`src/verilog/cart_pkg.sv`:
```
package cart_pkg;

	////////////////////////////////////////
	// Bus and memory widths
	////////////////////////////////////////

	typedef logic [15:0] data_t;       // Bus or download data word
	typedef logic [23:1] bus_addr_t;   // Console word address
	typedef logic [24:0] load_addr_t;  // Download byte address
	typedef logic [23:0] mem_addr_t;   // Shared memory word address

	// Bank registers
	localparam int BANK_COUNT = 8;

	typedef logic [4:0] bank_t;
	typedef bank_t [BANK_COUNT-1:0] bank_table_t;  // Indexed by bus_va[21:19]

	// ROM size mask, one bit per 8 KB block and up
	typedef logic [23:13] rom_mask_t;

	typedef enum logic [1:0] {
		REGION_JP = 2'd0,
		REGION_US = 2'd1,
		REGION_EU = 2'd2
	} region_t;

	////////////////////////////////////////
	// Address map
	////////////////////////////////////////

	// Region letter inside the cartridge header
	localparam load_addr_t HEADER_REGION_ADDR = 25'h1F0;

	// Shared memory window prefixes
	localparam logic [8:0] WORK_RAM_BASE  = 9'b010000000;  // 800000-80FFFF
	localparam logic [4:0] CART_RAM_BASE  = 5'b01110;      // E00000-EFFFFF
	localparam logic [1:0] CART_ROM_BASE  = 2'b00;         // 000000-7FFFFF
	localparam logic [7:0] BIOS_BASE      = 8'b01111000;   // F00000-F1FFFF
	localparam logic [5:0] BIOS_LOAD_BASE = 6'b011110;     // F00000-F7FFFF

	// Header letters
	localparam logic [7:0] LETTER_J = 8'h4A;
	localparam logic [7:0] LETTER_U = 8'h55;

endpackage

```
`src/verilog/rom_header_sniff.sv`:
```
`timescale 1ns/1ps

module rom_header_sniff
	import cart_pkg::*;
(
	input  logic       clk_sys,
	input  logic       reset,
	input  logic       load_active,
	input  logic       load_is_cart,
	input  logic       load_wr,
	input  load_addr_t load_addr,
	input  data_t      load_data,
	output rom_mask_t  rom_mask,
	output logic       cart_mode,
	output region_t    header_region
);

	logic load_strobe;   // One download word accepted
	logic addr_zero;     // Start of a new image
	logic header_hit;

	assign load_strobe = load_active & load_wr;
	assign addr_zero   = (load_addr == '0);
	assign header_hit  = (load_addr == HEADER_REGION_ADDR);

	////////////////////////////////////////
	// Image kind and size mask
	////////////////////////////////////////

	always_ff @(posedge clk_sys) begin
		if (reset) begin
			rom_mask  <= '0;
			cart_mode <= 1'b0;
		end else if (load_strobe) begin
			cart_mode <= load_is_cart;
			if (load_is_cart) begin
				if (addr_zero)
					rom_mask <= '0;                          // New image, start over
				else
					rom_mask <= rom_mask | load_addr[23:13]; // Grow with highest address
			end
		end
	end

	////////////////////////////////////////
	// Header region letter
	////////////////////////////////////////

	always_ff @(posedge clk_sys) begin
		if (reset) begin
			header_region <= REGION_JP;
		end else if (load_strobe && header_hit) begin
			if (load_data[7:0] == LETTER_J)
				header_region <= REGION_JP;
			else if (load_data[7:0] == LETTER_U)
				header_region <= REGION_US;
			else
				header_region <= REGION_EU;  // Any other letter
		end
	end

endmodule

```
`src/verilog/bank_regs.sv`:
```
`timescale 1ns/1ps

module bank_regs
	import cart_pkg::*;
(
	input  logic        clk_sys,
	input  logic        reset,
	input  logic        load_active,
	input  logic        page_ce_n,
	input  logic        bus_rnw,
	input  bus_addr_t   bus_va,
	input  data_t       bus_vdo,
	input  rom_mask_t   rom_mask,
	output bank_table_t bank_table
);

	// Entry n points at bank n
	localparam bank_table_t IDENTITY_TABLE = {
		5'd7, 5'd6, 5'd5, 5'd4,
		5'd3, 5'd2, 5'd1, 5'd0
	};

	logic       page_ce_n_d;   // Strobe seen on the previous clock
	logic       page_fall;
	logic       large_rom;     // Image beyond 4 MB
	logic [2:0] reg_index;
	logic       reg_write;

	assign page_fall = page_ce_n_d & ~page_ce_n;
	assign large_rom = |rom_mask[23:22];
	assign reg_index = bus_va[3:1];

	// Entry 0 stays fixed, the console never remaps the lowest window
	assign reg_write = page_fall & ~bus_rnw & (reg_index != 3'd0) & large_rom;

	always_ff @(posedge clk_sys) begin
		if (reset)
			page_ce_n_d <= 1'b1;
		else
			page_ce_n_d <= page_ce_n;
	end

	////////////////////////////////////////
	// Bank table
	////////////////////////////////////////

	always_ff @(posedge clk_sys) begin
		if (reset || load_active)
			bank_table <= IDENTITY_TABLE;  // Fresh image starts unbanked
		else if (reg_write)
			bank_table[reg_index] <= bus_vdo[4:0];
	end

endmodule

```
`src/verilog/mem_addr_route.sv`:
```
`timescale 1ns/1ps

module mem_addr_route
	import cart_pkg::*;
(
	input  bus_addr_t   bus_va,
	input  bank_table_t bank_table,
	input  rom_mask_t   rom_mask,
	input  logic        work_ram_ce_n,
	input  logic        cart_ram_ce_n,
	input  logic        cart_rom_ce_n,
	input  logic        load_active,
	input  logic        load_is_cart,
	input  load_addr_t  load_addr,
	output mem_addr_t   mem_addr
);

	bank_t     bank_sel;   // Bank for the current 512 KB window
	bus_addr_t rom_va;     // Banked and masked ROM address

	assign bank_sel = bank_table[bus_va[21:19]];

	// Mask wraps reads of a small image onto itself
	assign rom_va = {bank_sel, bus_va[18:1]} & {rom_mask, 12'hFFF};

	////////////////////////////////////////
	// Window select, first match wins
	////////////////////////////////////////

	always_comb begin
		if (load_active) begin
			if (load_is_cart)
				mem_addr = {CART_ROM_BASE, load_addr[22:1]};
			else
				mem_addr = {BIOS_LOAD_BASE, load_addr[18:1]};
		end else if (!work_ram_ce_n) begin
			mem_addr = {WORK_RAM_BASE, bus_va[15:1]};   // 64 KB work RAM
		end else if (!cart_ram_ce_n) begin
			mem_addr = {CART_RAM_BASE, bus_va[19:1]};   // Backup RAM window
		end else if (!cart_rom_ce_n) begin
			mem_addr = {CART_ROM_BASE, rom_va[22:1]};
		end else begin
			mem_addr = {BIOS_BASE, bus_va[16:1]};       // Everything else reads BIOS
		end
	end

endmodule

```
`src/verilog/region_select.sv`:
```
`timescale 1ns/1ps

module region_select
	import cart_pkg::*;
#(
	parameter int SETTLE_CYCLES = 65535
) (
	input  logic       clk_sys,
	input  logic       reset,
	input  logic [1:0] region_opt,     // 0 follows the header
	input  region_t    header_region,
	output region_t    region,
	output logic       region_set
);

	localparam int CNT_W = $clog2(SETTLE_CYCLES + 1);
	localparam logic [CNT_W-1:0] SETTLE_MAX = CNT_W'(SETTLE_CYCLES);

	region_t          region_new;
	logic [CNT_W-1:0] settle_cnt;

	// Forced choice from the menu, else the header letter
	assign region_new = (region_opt != 2'd0) ? region_t'(region_opt - 2'd1)
	                                         : header_region;

	always_ff @(posedge clk_sys) begin
		if (reset)
			region <= REGION_JP;
		else
			region <= region_new;
	end

	////////////////////////////////////////
	// Settle counter
	////////////////////////////////////////

	always_ff @(posedge clk_sys) begin
		if (reset || (region_new != region))
			settle_cnt <= '0;                      // Restart on every change
		else if (settle_cnt < SETTLE_MAX)
			settle_cnt <= settle_cnt + CNT_W'(1);  // Saturates at the end
	end

	// Core is held while the new region settles
	assign region_set = (settle_cnt < SETTLE_MAX);

endmodule

```
`src/verilog/cart_glue_top.sv`:
```
`timescale 1ns/1ps

module cart_glue_top
	import cart_pkg::*;
#(
	parameter int SETTLE_CYCLES = 65535
) (
	input  logic       clk_sys,
	input  logic       reset,

	// ROM download stream
	input  logic       load_active,
	input  logic       load_is_cart,
	input  logic       load_wr,
	input  load_addr_t load_addr,
	input  data_t      load_data,

	// Console bus
	input  bus_addr_t  bus_va,
	input  data_t      bus_vdo,
	input  logic       bus_rnw,
	input  logic       page_ce_n,
	input  logic       work_ram_ce_n,
	input  logic       cart_ram_ce_n,
	input  logic       cart_rom_ce_n,

	input  logic [1:0] region_opt,

	output mem_addr_t  mem_addr,
	output logic       cart_mode,
	output region_t    region,
	output logic       region_set
);

	rom_mask_t   rom_mask;
	region_t     header_region;
	bank_table_t bank_table;

	////////////////////////////////////////
	// Download side
	////////////////////////////////////////

	rom_header_sniff u_sniff (
		.clk_sys       (clk_sys),
		.reset         (reset),
		.load_active   (load_active),
		.load_is_cart  (load_is_cart),
		.load_wr       (load_wr),
		.load_addr     (load_addr),
		.load_data     (load_data),
		.rom_mask      (rom_mask),
		.cart_mode     (cart_mode),
		.header_region (header_region)
	);

	////////////////////////////////////////
	// Mapper and address router
	////////////////////////////////////////

	bank_regs u_banks (
		.clk_sys    (clk_sys),
		.reset      (reset),
		.load_active(load_active),
		.page_ce_n  (page_ce_n),
		.bus_rnw    (bus_rnw),
		.bus_va     (bus_va),
		.bus_vdo    (bus_vdo),
		.rom_mask   (rom_mask),
		.bank_table (bank_table)
	);

	mem_addr_route u_route (
		.bus_va       (bus_va),
		.bank_table   (bank_table),
		.rom_mask     (rom_mask),
		.work_ram_ce_n(work_ram_ce_n),
		.cart_ram_ce_n(cart_ram_ce_n),
		.cart_rom_ce_n(cart_rom_ce_n),
		.load_active  (load_active),
		.load_is_cart (load_is_cart),
		.load_addr    (load_addr),
		.mem_addr     (mem_addr)
	);

	region_select #(
		.SETTLE_CYCLES(SETTLE_CYCLES)
	) u_region (
		.clk_sys      (clk_sys),
		.reset        (reset),
		.region_opt   (region_opt),
		.header_region(header_region),
		.region       (region),
		.region_set   (region_set)
	);

endmodule

```
`config.mk`:
```
export PLATFORM = sky130hd
export DESIGN_NAME = cart_glue_top
export DESIGN_NICKNAME = d
export VERILOG_FILES = /design/src/verilog/cart_pkg.sv /design/src/verilog/rom_header_sniff.sv /design/src/verilog/bank_regs.sv /design/src/verilog/mem_addr_route.sv /design/src/verilog/region_select.sv /design/src/verilog/cart_glue_top.sv
export SDC_FILE = /design/constraint.sdc
export NUM_CORES = 1
export LEC_CHECK = 0
export CAP_MARGIN = 20
export CORE_UTILIZATION = 45
export CTS_BUF_LIST = sky130_fd_sc_hd__clkbuf_16
export DETAILED_ROUTE_END_ITERATION = 10
export DONT_BUFFER_PORTS = 1
export SYNTH_ARGS = -nofsm -noshare
export SYNTH_HDL_FRONTEND = slang
export SYNTH_SLANG_ARGS = --single-unit
```
`constraint.sdc`:
```
create_clock -name clk_sys -period 2 [get_ports clk_sys]
set_input_delay 0.3 -clock clk_sys [delete_from_list [all_inputs] [get_ports clk_sys]]
set_output_delay 0.3 -clock clk_sys [all_outputs]
set_load 0.1 [all_outputs]
```
**Word level (Yosys, flattened, before mapping)**

Index checks and enable logic that the tools add are counted.

- Eq/ne operators: 4
- $add $sub $neg: 2
- Reduce and logical (&&, ||, !) cells: 9
- $lt $le $gt $ge: 4
- Mux-type cells: 14
- Bitwise gates (word level): 9

Operators by type and width:

| operator | number |
|---|---|
| 24-bit 2-to-1 mux | 3 |
| 23-bit 2-to-1 mux | 2 |
| 40-bit bitwise mux | 1 |
| 25-bit by 9-bit == test with 1-bit output, second input constant | 1 |
| 25-bit logical NOT | 1 |
| 22-bit AND | 1 |
| 16-bit by 1-bit adder with 16-bit output, second input constant | 1 |
| 8-bit by 7-bit == test with 1-bit output, second input constant | 2 |
| 16-bit less-than comparator, second input constant | 1 |
| 5-bit binary-select mux with 3-bit select | 1 |
| 5-bit demux with 3-bit select | 1 |
| 11-bit 2-to-1 mux | 1 |
| 11-bit OR | 1 |
| 3-bit by 4-bit less-than comparator with 1-bit output, second input constant | 2 |
| 2-bit 2-to-1 mux | 3 |
| 1-bit AND | 5 |
| 5-bit 2-to-1 mux | 1 |
| 4-bit 2-to-1 mux | 1 |
| 3-bit by 1-bit greater-or-equal comparator with 1-bit output, second input constant | 1 |
| 3-bit nonzero test | 1 |
| 1-bit logical AND | 2 |
| 1-bit logical OR | 2 |
| 2-bit != test | 1 |
| 1-bit inverter | 2 |
| 4 further kinds | 4 |

- Register bits: 73
- Output and inout bits: 28
- Bits of input ports: 92

**Depth between registers and ports, before layout**

- Word-level depth: 7
- Gate-level depth with buffers: 7

**Modules after synthesis**

A second synthesis with hierarchy kept.

- Cell total of the unflattened synthesis: 413
- Area total of the unflattened synthesis: 3754.9 um^2

Modules (own cells, without submodules):

| module | instances | area each (um^2) | seq. area each (um^2) | cells each |
|---|---|---|---|---|
| bank_regs | 1 | 1537.7 | 820.8 | 150 |
| region_select | 1 | 913.4 | 360.3 | 105 |
| mem_addr_route | 1 | 678.2 | 0.0 | 90 |
| rom_header_sniff | 1 | 625.6 | 280.3 | 68 |

**Worst setup path before layout**

No wires, ideal clock.

- Path kind: input -> output
- Start: input load_active
- End: output mem_addr[22]
- Cell stages on the path: 3
- Setup slack: -1.286 ns
- Buffers on the path: 1
- Data arrival time: 2.986 ns
- Cell sequence: buf_1 > nor2b_1 > a21boi_0

- Word-level cells in the longest chain between the ends: 1

RTL lines:

| item | RTL line | RTL |
|---|---|---|
| start: declaration | cart_glue_top.sv:12 | `input logic load_active,` |
| 24-bit 2-to-1 mux | mem_addr_route.sv:31 | `if (load_active) begin` |
| end: declaration | cart_glue_top.sv:29 | `output mem_addr_t mem_addr,` |

No other way between the ends.

**Worst setup path after layout**

- Start: register u_banks.bank_table[37] (netlist name)
- End: output mem_addr[20]

- Word-level cells in the longest chain between the ends: 7

RTL lines:

| item | RTL line | RTL |
|---|---|---|
| start: declaration | bank_regs.sv:14 | `output bank_table_t bank_table` |
| start signal: indexed assignment | bank_regs.sv:51 | `bank_table[reg_index] <= bus_vdo[4:0];` |
| 5-bit binary-select mux with 3-bit select | mem_addr_route.sv:21 | `assign bank_sel = bank_table[bus_va[21:19]];` |
| 4-bit 2-to-1 mux (not written as such) | mem_addr_route.sv:21 |  |
| 22-bit AND | mem_addr_route.sv:24 | `assign rom_va = {bank_sel, bus_va[18:1]} & {rom_mask, 12'hFFF};` |
| 23-bit 2-to-1 mux | mem_addr_route.sv:40 | `end else if (!cart_rom_ce_n) begin` |
| 24-bit 2-to-1 mux | mem_addr_route.sv:38 | `end else if (!cart_ram_ce_n) begin` |
| 24-bit 2-to-1 mux | mem_addr_route.sv:36 | `end else if (!work_ram_ce_n) begin` |
| 24-bit 2-to-1 mux | mem_addr_route.sv:31 |  |

No other way between the ends. The select of a mux whose other input is x is not followed.

==> flow_metrics.py <==
metrics = {
    "run_status": {
        "status": "completed",
    },
    "critical_path": {
        "reg2reg_to": "u_banks.bank_table[8]",
        "crit_buf_inv": 1,
        "worstPathCellList": "mux4_2 -> mux2i_4 -> o22ai_4 -> buf_12",
        "critical_path.top_delay_family": "multiplexers",
        "startpoint_type": "register",
        "worstPathArrival_ns": 1.66,
        "critPathSlowestCell": "mux4_2",
        "critical_path_class": "reg2out",
        "endpoint_kind": "output port",
        "critical-path-max-stage-delay_ns": 0.52,
        "crit_path_max_fanout": 2,
        "r2r_slack_ns": 0.39,
        "r2r-start": "u_sniff.rom_mask[9]",
        "reg2reg_depth": 5,
        "crit_required_ns": 1.70,
    },
    "global_route": {
        "grt_util_all_layers_pct": 22.0,
        "grt_pass1_vias": 2559,
        "grt_max_degree": 34,
        "grt_pass1_wl_um": 12700,
        "grt_remaining_overflow": 0,
        "antenna_found_initial": 0,
    },
    "final_layout": {
        "fillers": 631,
        "insertedDiodeCount": 0,
        "syn2layout_area_growth_pct": 21.1,
        "drive_above_1_share_pct": 22.8,
        "most-common-layout-cells": "62 x dfxtp_1, 52 x nor2_1, 36 x nand2_1",
        "nets": 466,
        "utilization_pct": 57.1,
        "final_cell_area_sq_mm": 0.00394,
        "mostFrequentLayoutCell": "dfxtp_1",
    },
    "route": {
        "first_pass_iters": 4,
        "viasPerCell": 5.59,
        "drtIter0Drc": 145,
        "via_count": 2648,
        "drtAntennaViolNets": 0,
        "drt_wl_total_um": 7800,
        "wire_per_inst_um": 16.5,
        "drc_errors": 0,
    },
    "placement": {
        "placedInstanceArea_sq_mm": 0.00360,
        "port_buffers": 0,
        "place_hpwl_um": 5720,
        "gp_congestion": 0.790,
    },
    "logic_synthesis": {
        "netlist_instances": 360,
        "ys.flop_type": "dfxtp_1",
        "async_flop_share_pct": 0,
        "syn_area_sq_mm": 0.00326,
        "synth_warnings": 0,
        "syn_area_per_cell_sq_um": 9.04,
        "synth_seq_cells": 65,
        "synthesis.nets": 453,
        "ys_seq_area_share_pct": 40.0,
        "synth.distinct_cells": 52,
        "synth_edf_count": 0,
    },
    "clock_network": {
        "post_cts_buffers": 0,
        "cts.path.max_buffers": 2,
        "ctsHtreeMaxLevel": 3,
        "clkSinkCount": 65,
        "cts_tree": "done",
        "root_buffer": "clkbuf_16",
        "cts_buffers": 9,
        "clk_pin_slew_ns": 0.06,
        "clock_latency_ns": 0.32,
    },
    "timing": {
        "relSlewSlack_pct": 60.0,
        "grt_setup_unrepaired": "no",
        "tightest_slew_ns": 0.599,
        "min_period_ns": 1.96,
        "timing.fmax_ghz": 0.510,
        "skew_ns": 0.00582,
        "finalCritPeriodShare_pct": 98.0,
        "slew_viol_final": 0,
        "final-setup-viol-count": 0,
        "hold_viol_final": 0,
    },
    "worst_hold_path": {
        "hold_path.class": "in2reg",
        "hold_depth": 1,
        "min_to": "u_sniff.header_region[0]",
        "holdCritStartpoint": "reset",
    },
    "floorplan": {
        "core_area_sq_mm": 0.00691,
        "die-width_um": 87.1,
        "die_y_um": 87.1,
        "rows": 30,
        "io_pins": 120,
        "start_util_pct": 47.1,
        "die_area_sq_mm": 0.00758,
    },
    "run": {
        "maxCapViolCount": 0,
    },
    "pwr": {
        "p_per_area_mw_per_mm2": 849,
        "peakVddDrop_mv": 0.525,
        "p_leak_nw": 1.46,
    },
}
## through the flow
step | hold WS [ns] | setup WS (ns) | total power, mW | cells | TNS, ns
4_1_cts | 0.0292 | 0.00317 | 3.37 | 474 | 0
3_3_place_gp | 0.376 | 0.255 | 1.86 | 458 | 0
5_1_grt | 0.0270 | 0.00375 | 3.46 | 474 | 0
2_1_floorplan | 0.407 | -0.399 | 1.81 | 360 | -1.65
3_5_place_dp | 0.372 | 0.252 | 1.87 | 458 | 0
6_report | 0.0399 | 0.0401 | 3.35 | 474 | 0
## area by class of cell
type	count	area [sq um]	area share [%]
Multi-Input combinational cell	274	2010	51.1
Sequential cell	65	1310	33.1
Clock buffer	9	225	5.71
Timing Repair Buffer	21	208	5.27
Tap cell	96	120	3.05
Clock inverter	7	62.6	1.59
Inverter	2	7.51	0.190
## report_power, final
part           switching (mW)  internal (mW)
sequential             0.0106           1.31
clock                   0.548          0.949
combinational           0.391          0.136
## routing by layer
layer  global-route usage [%]  wire (um)  share of wire, %  vias up
met3                     6.45        417               5.3       12
met1                     28.3       3550                46     1261
met4                     6.52         91               1.2        0
li1                         -          -                 -     1316
met2                     35.9       3740                48       59
met5                        0          0                 0        -
## cell families (layout without fill, tap and decap cells)
logic type,after synthesis,after routing,synth area share (%)
simple gates,160,160,25.1
flops,65,65,40.0
compound gates,52,52,9.65
mux,49,49,18.6
buf+inv,21,39,3.27
xor+xnor,11,11,2.96
fa+ha+maj,1,1,0.384
other cells,1,1,0.115
## worst register-to-register path, stage by stage, from the launching register on
cell,delay (ns)
dfxtp_1,0.36
nor2_1,0.08
nor4bb_1,0.36
and3b_1,0.39
mux2i_1,0.23
nor2_1,0.05
## Yosys cell counts, types with 4 or more instances
library cell | count | area, sq um
mux4_2 | 8 | 180
a21oi_2 | 4 | 35.0
o21ai_0 | 10 | 50.1
buf_2 | 7 | 35.0
nand3_1 | 19 | 95.1
dfxtp_1 | 65 | 1300
nor4_1 | 7 | 43.8
a21oi_1 | 23 | 115
nand4_1 | 5 | 31.3
nand2_1 | 37 | 139
mux2i_1 | 29 | 290
and3_1 | 4 | 25.0
nor3_1 | 4 | 20.0
mux2_2 | 12 | 135
xnor2_1 | 9 | 78.8
clkbuf_1 | 8 | 30.0
and2_1 | 6 | 37.5
nor2_1 | 53 | 199
## flip-flops by register name, summed over array words and instances (netlist names)
name and flops:
u_banks.bank_table 32, u_banks.page_ce_n_d 1, u_region.region 2, u_region.settle_cnt 16
u_sniff.cart_mode 1, u_sniff.header_region 2, u_sniff.rom_mask 11
## timing repair
| action | in CTS | in global routing |
|---|---|---|
| gates resized for setup | 5 | 3 |
| hold buffers | 0 | 0 |
| endpoints found under the setup margin | 4 | 3 |
## how the worst max path moves through the flow
stage,startpoint,to,cells after the start
3_3_place_gp,bus_va[18],mem_addr[20],4
6_report,u_banks.bank_table[37],mem_addr[20],4
5_1_grt,u_banks.bank_table[37],mem_addr[20],4
3_5_place_dp,bus_va[18],mem_addr[20],4
4_1_cts,u_banks.bank_table[38],mem_addr[21],4
2_1_floorplan,load_active,mem_addr[12],3
No activity file was read; power rests on OpenSTA's default activity.
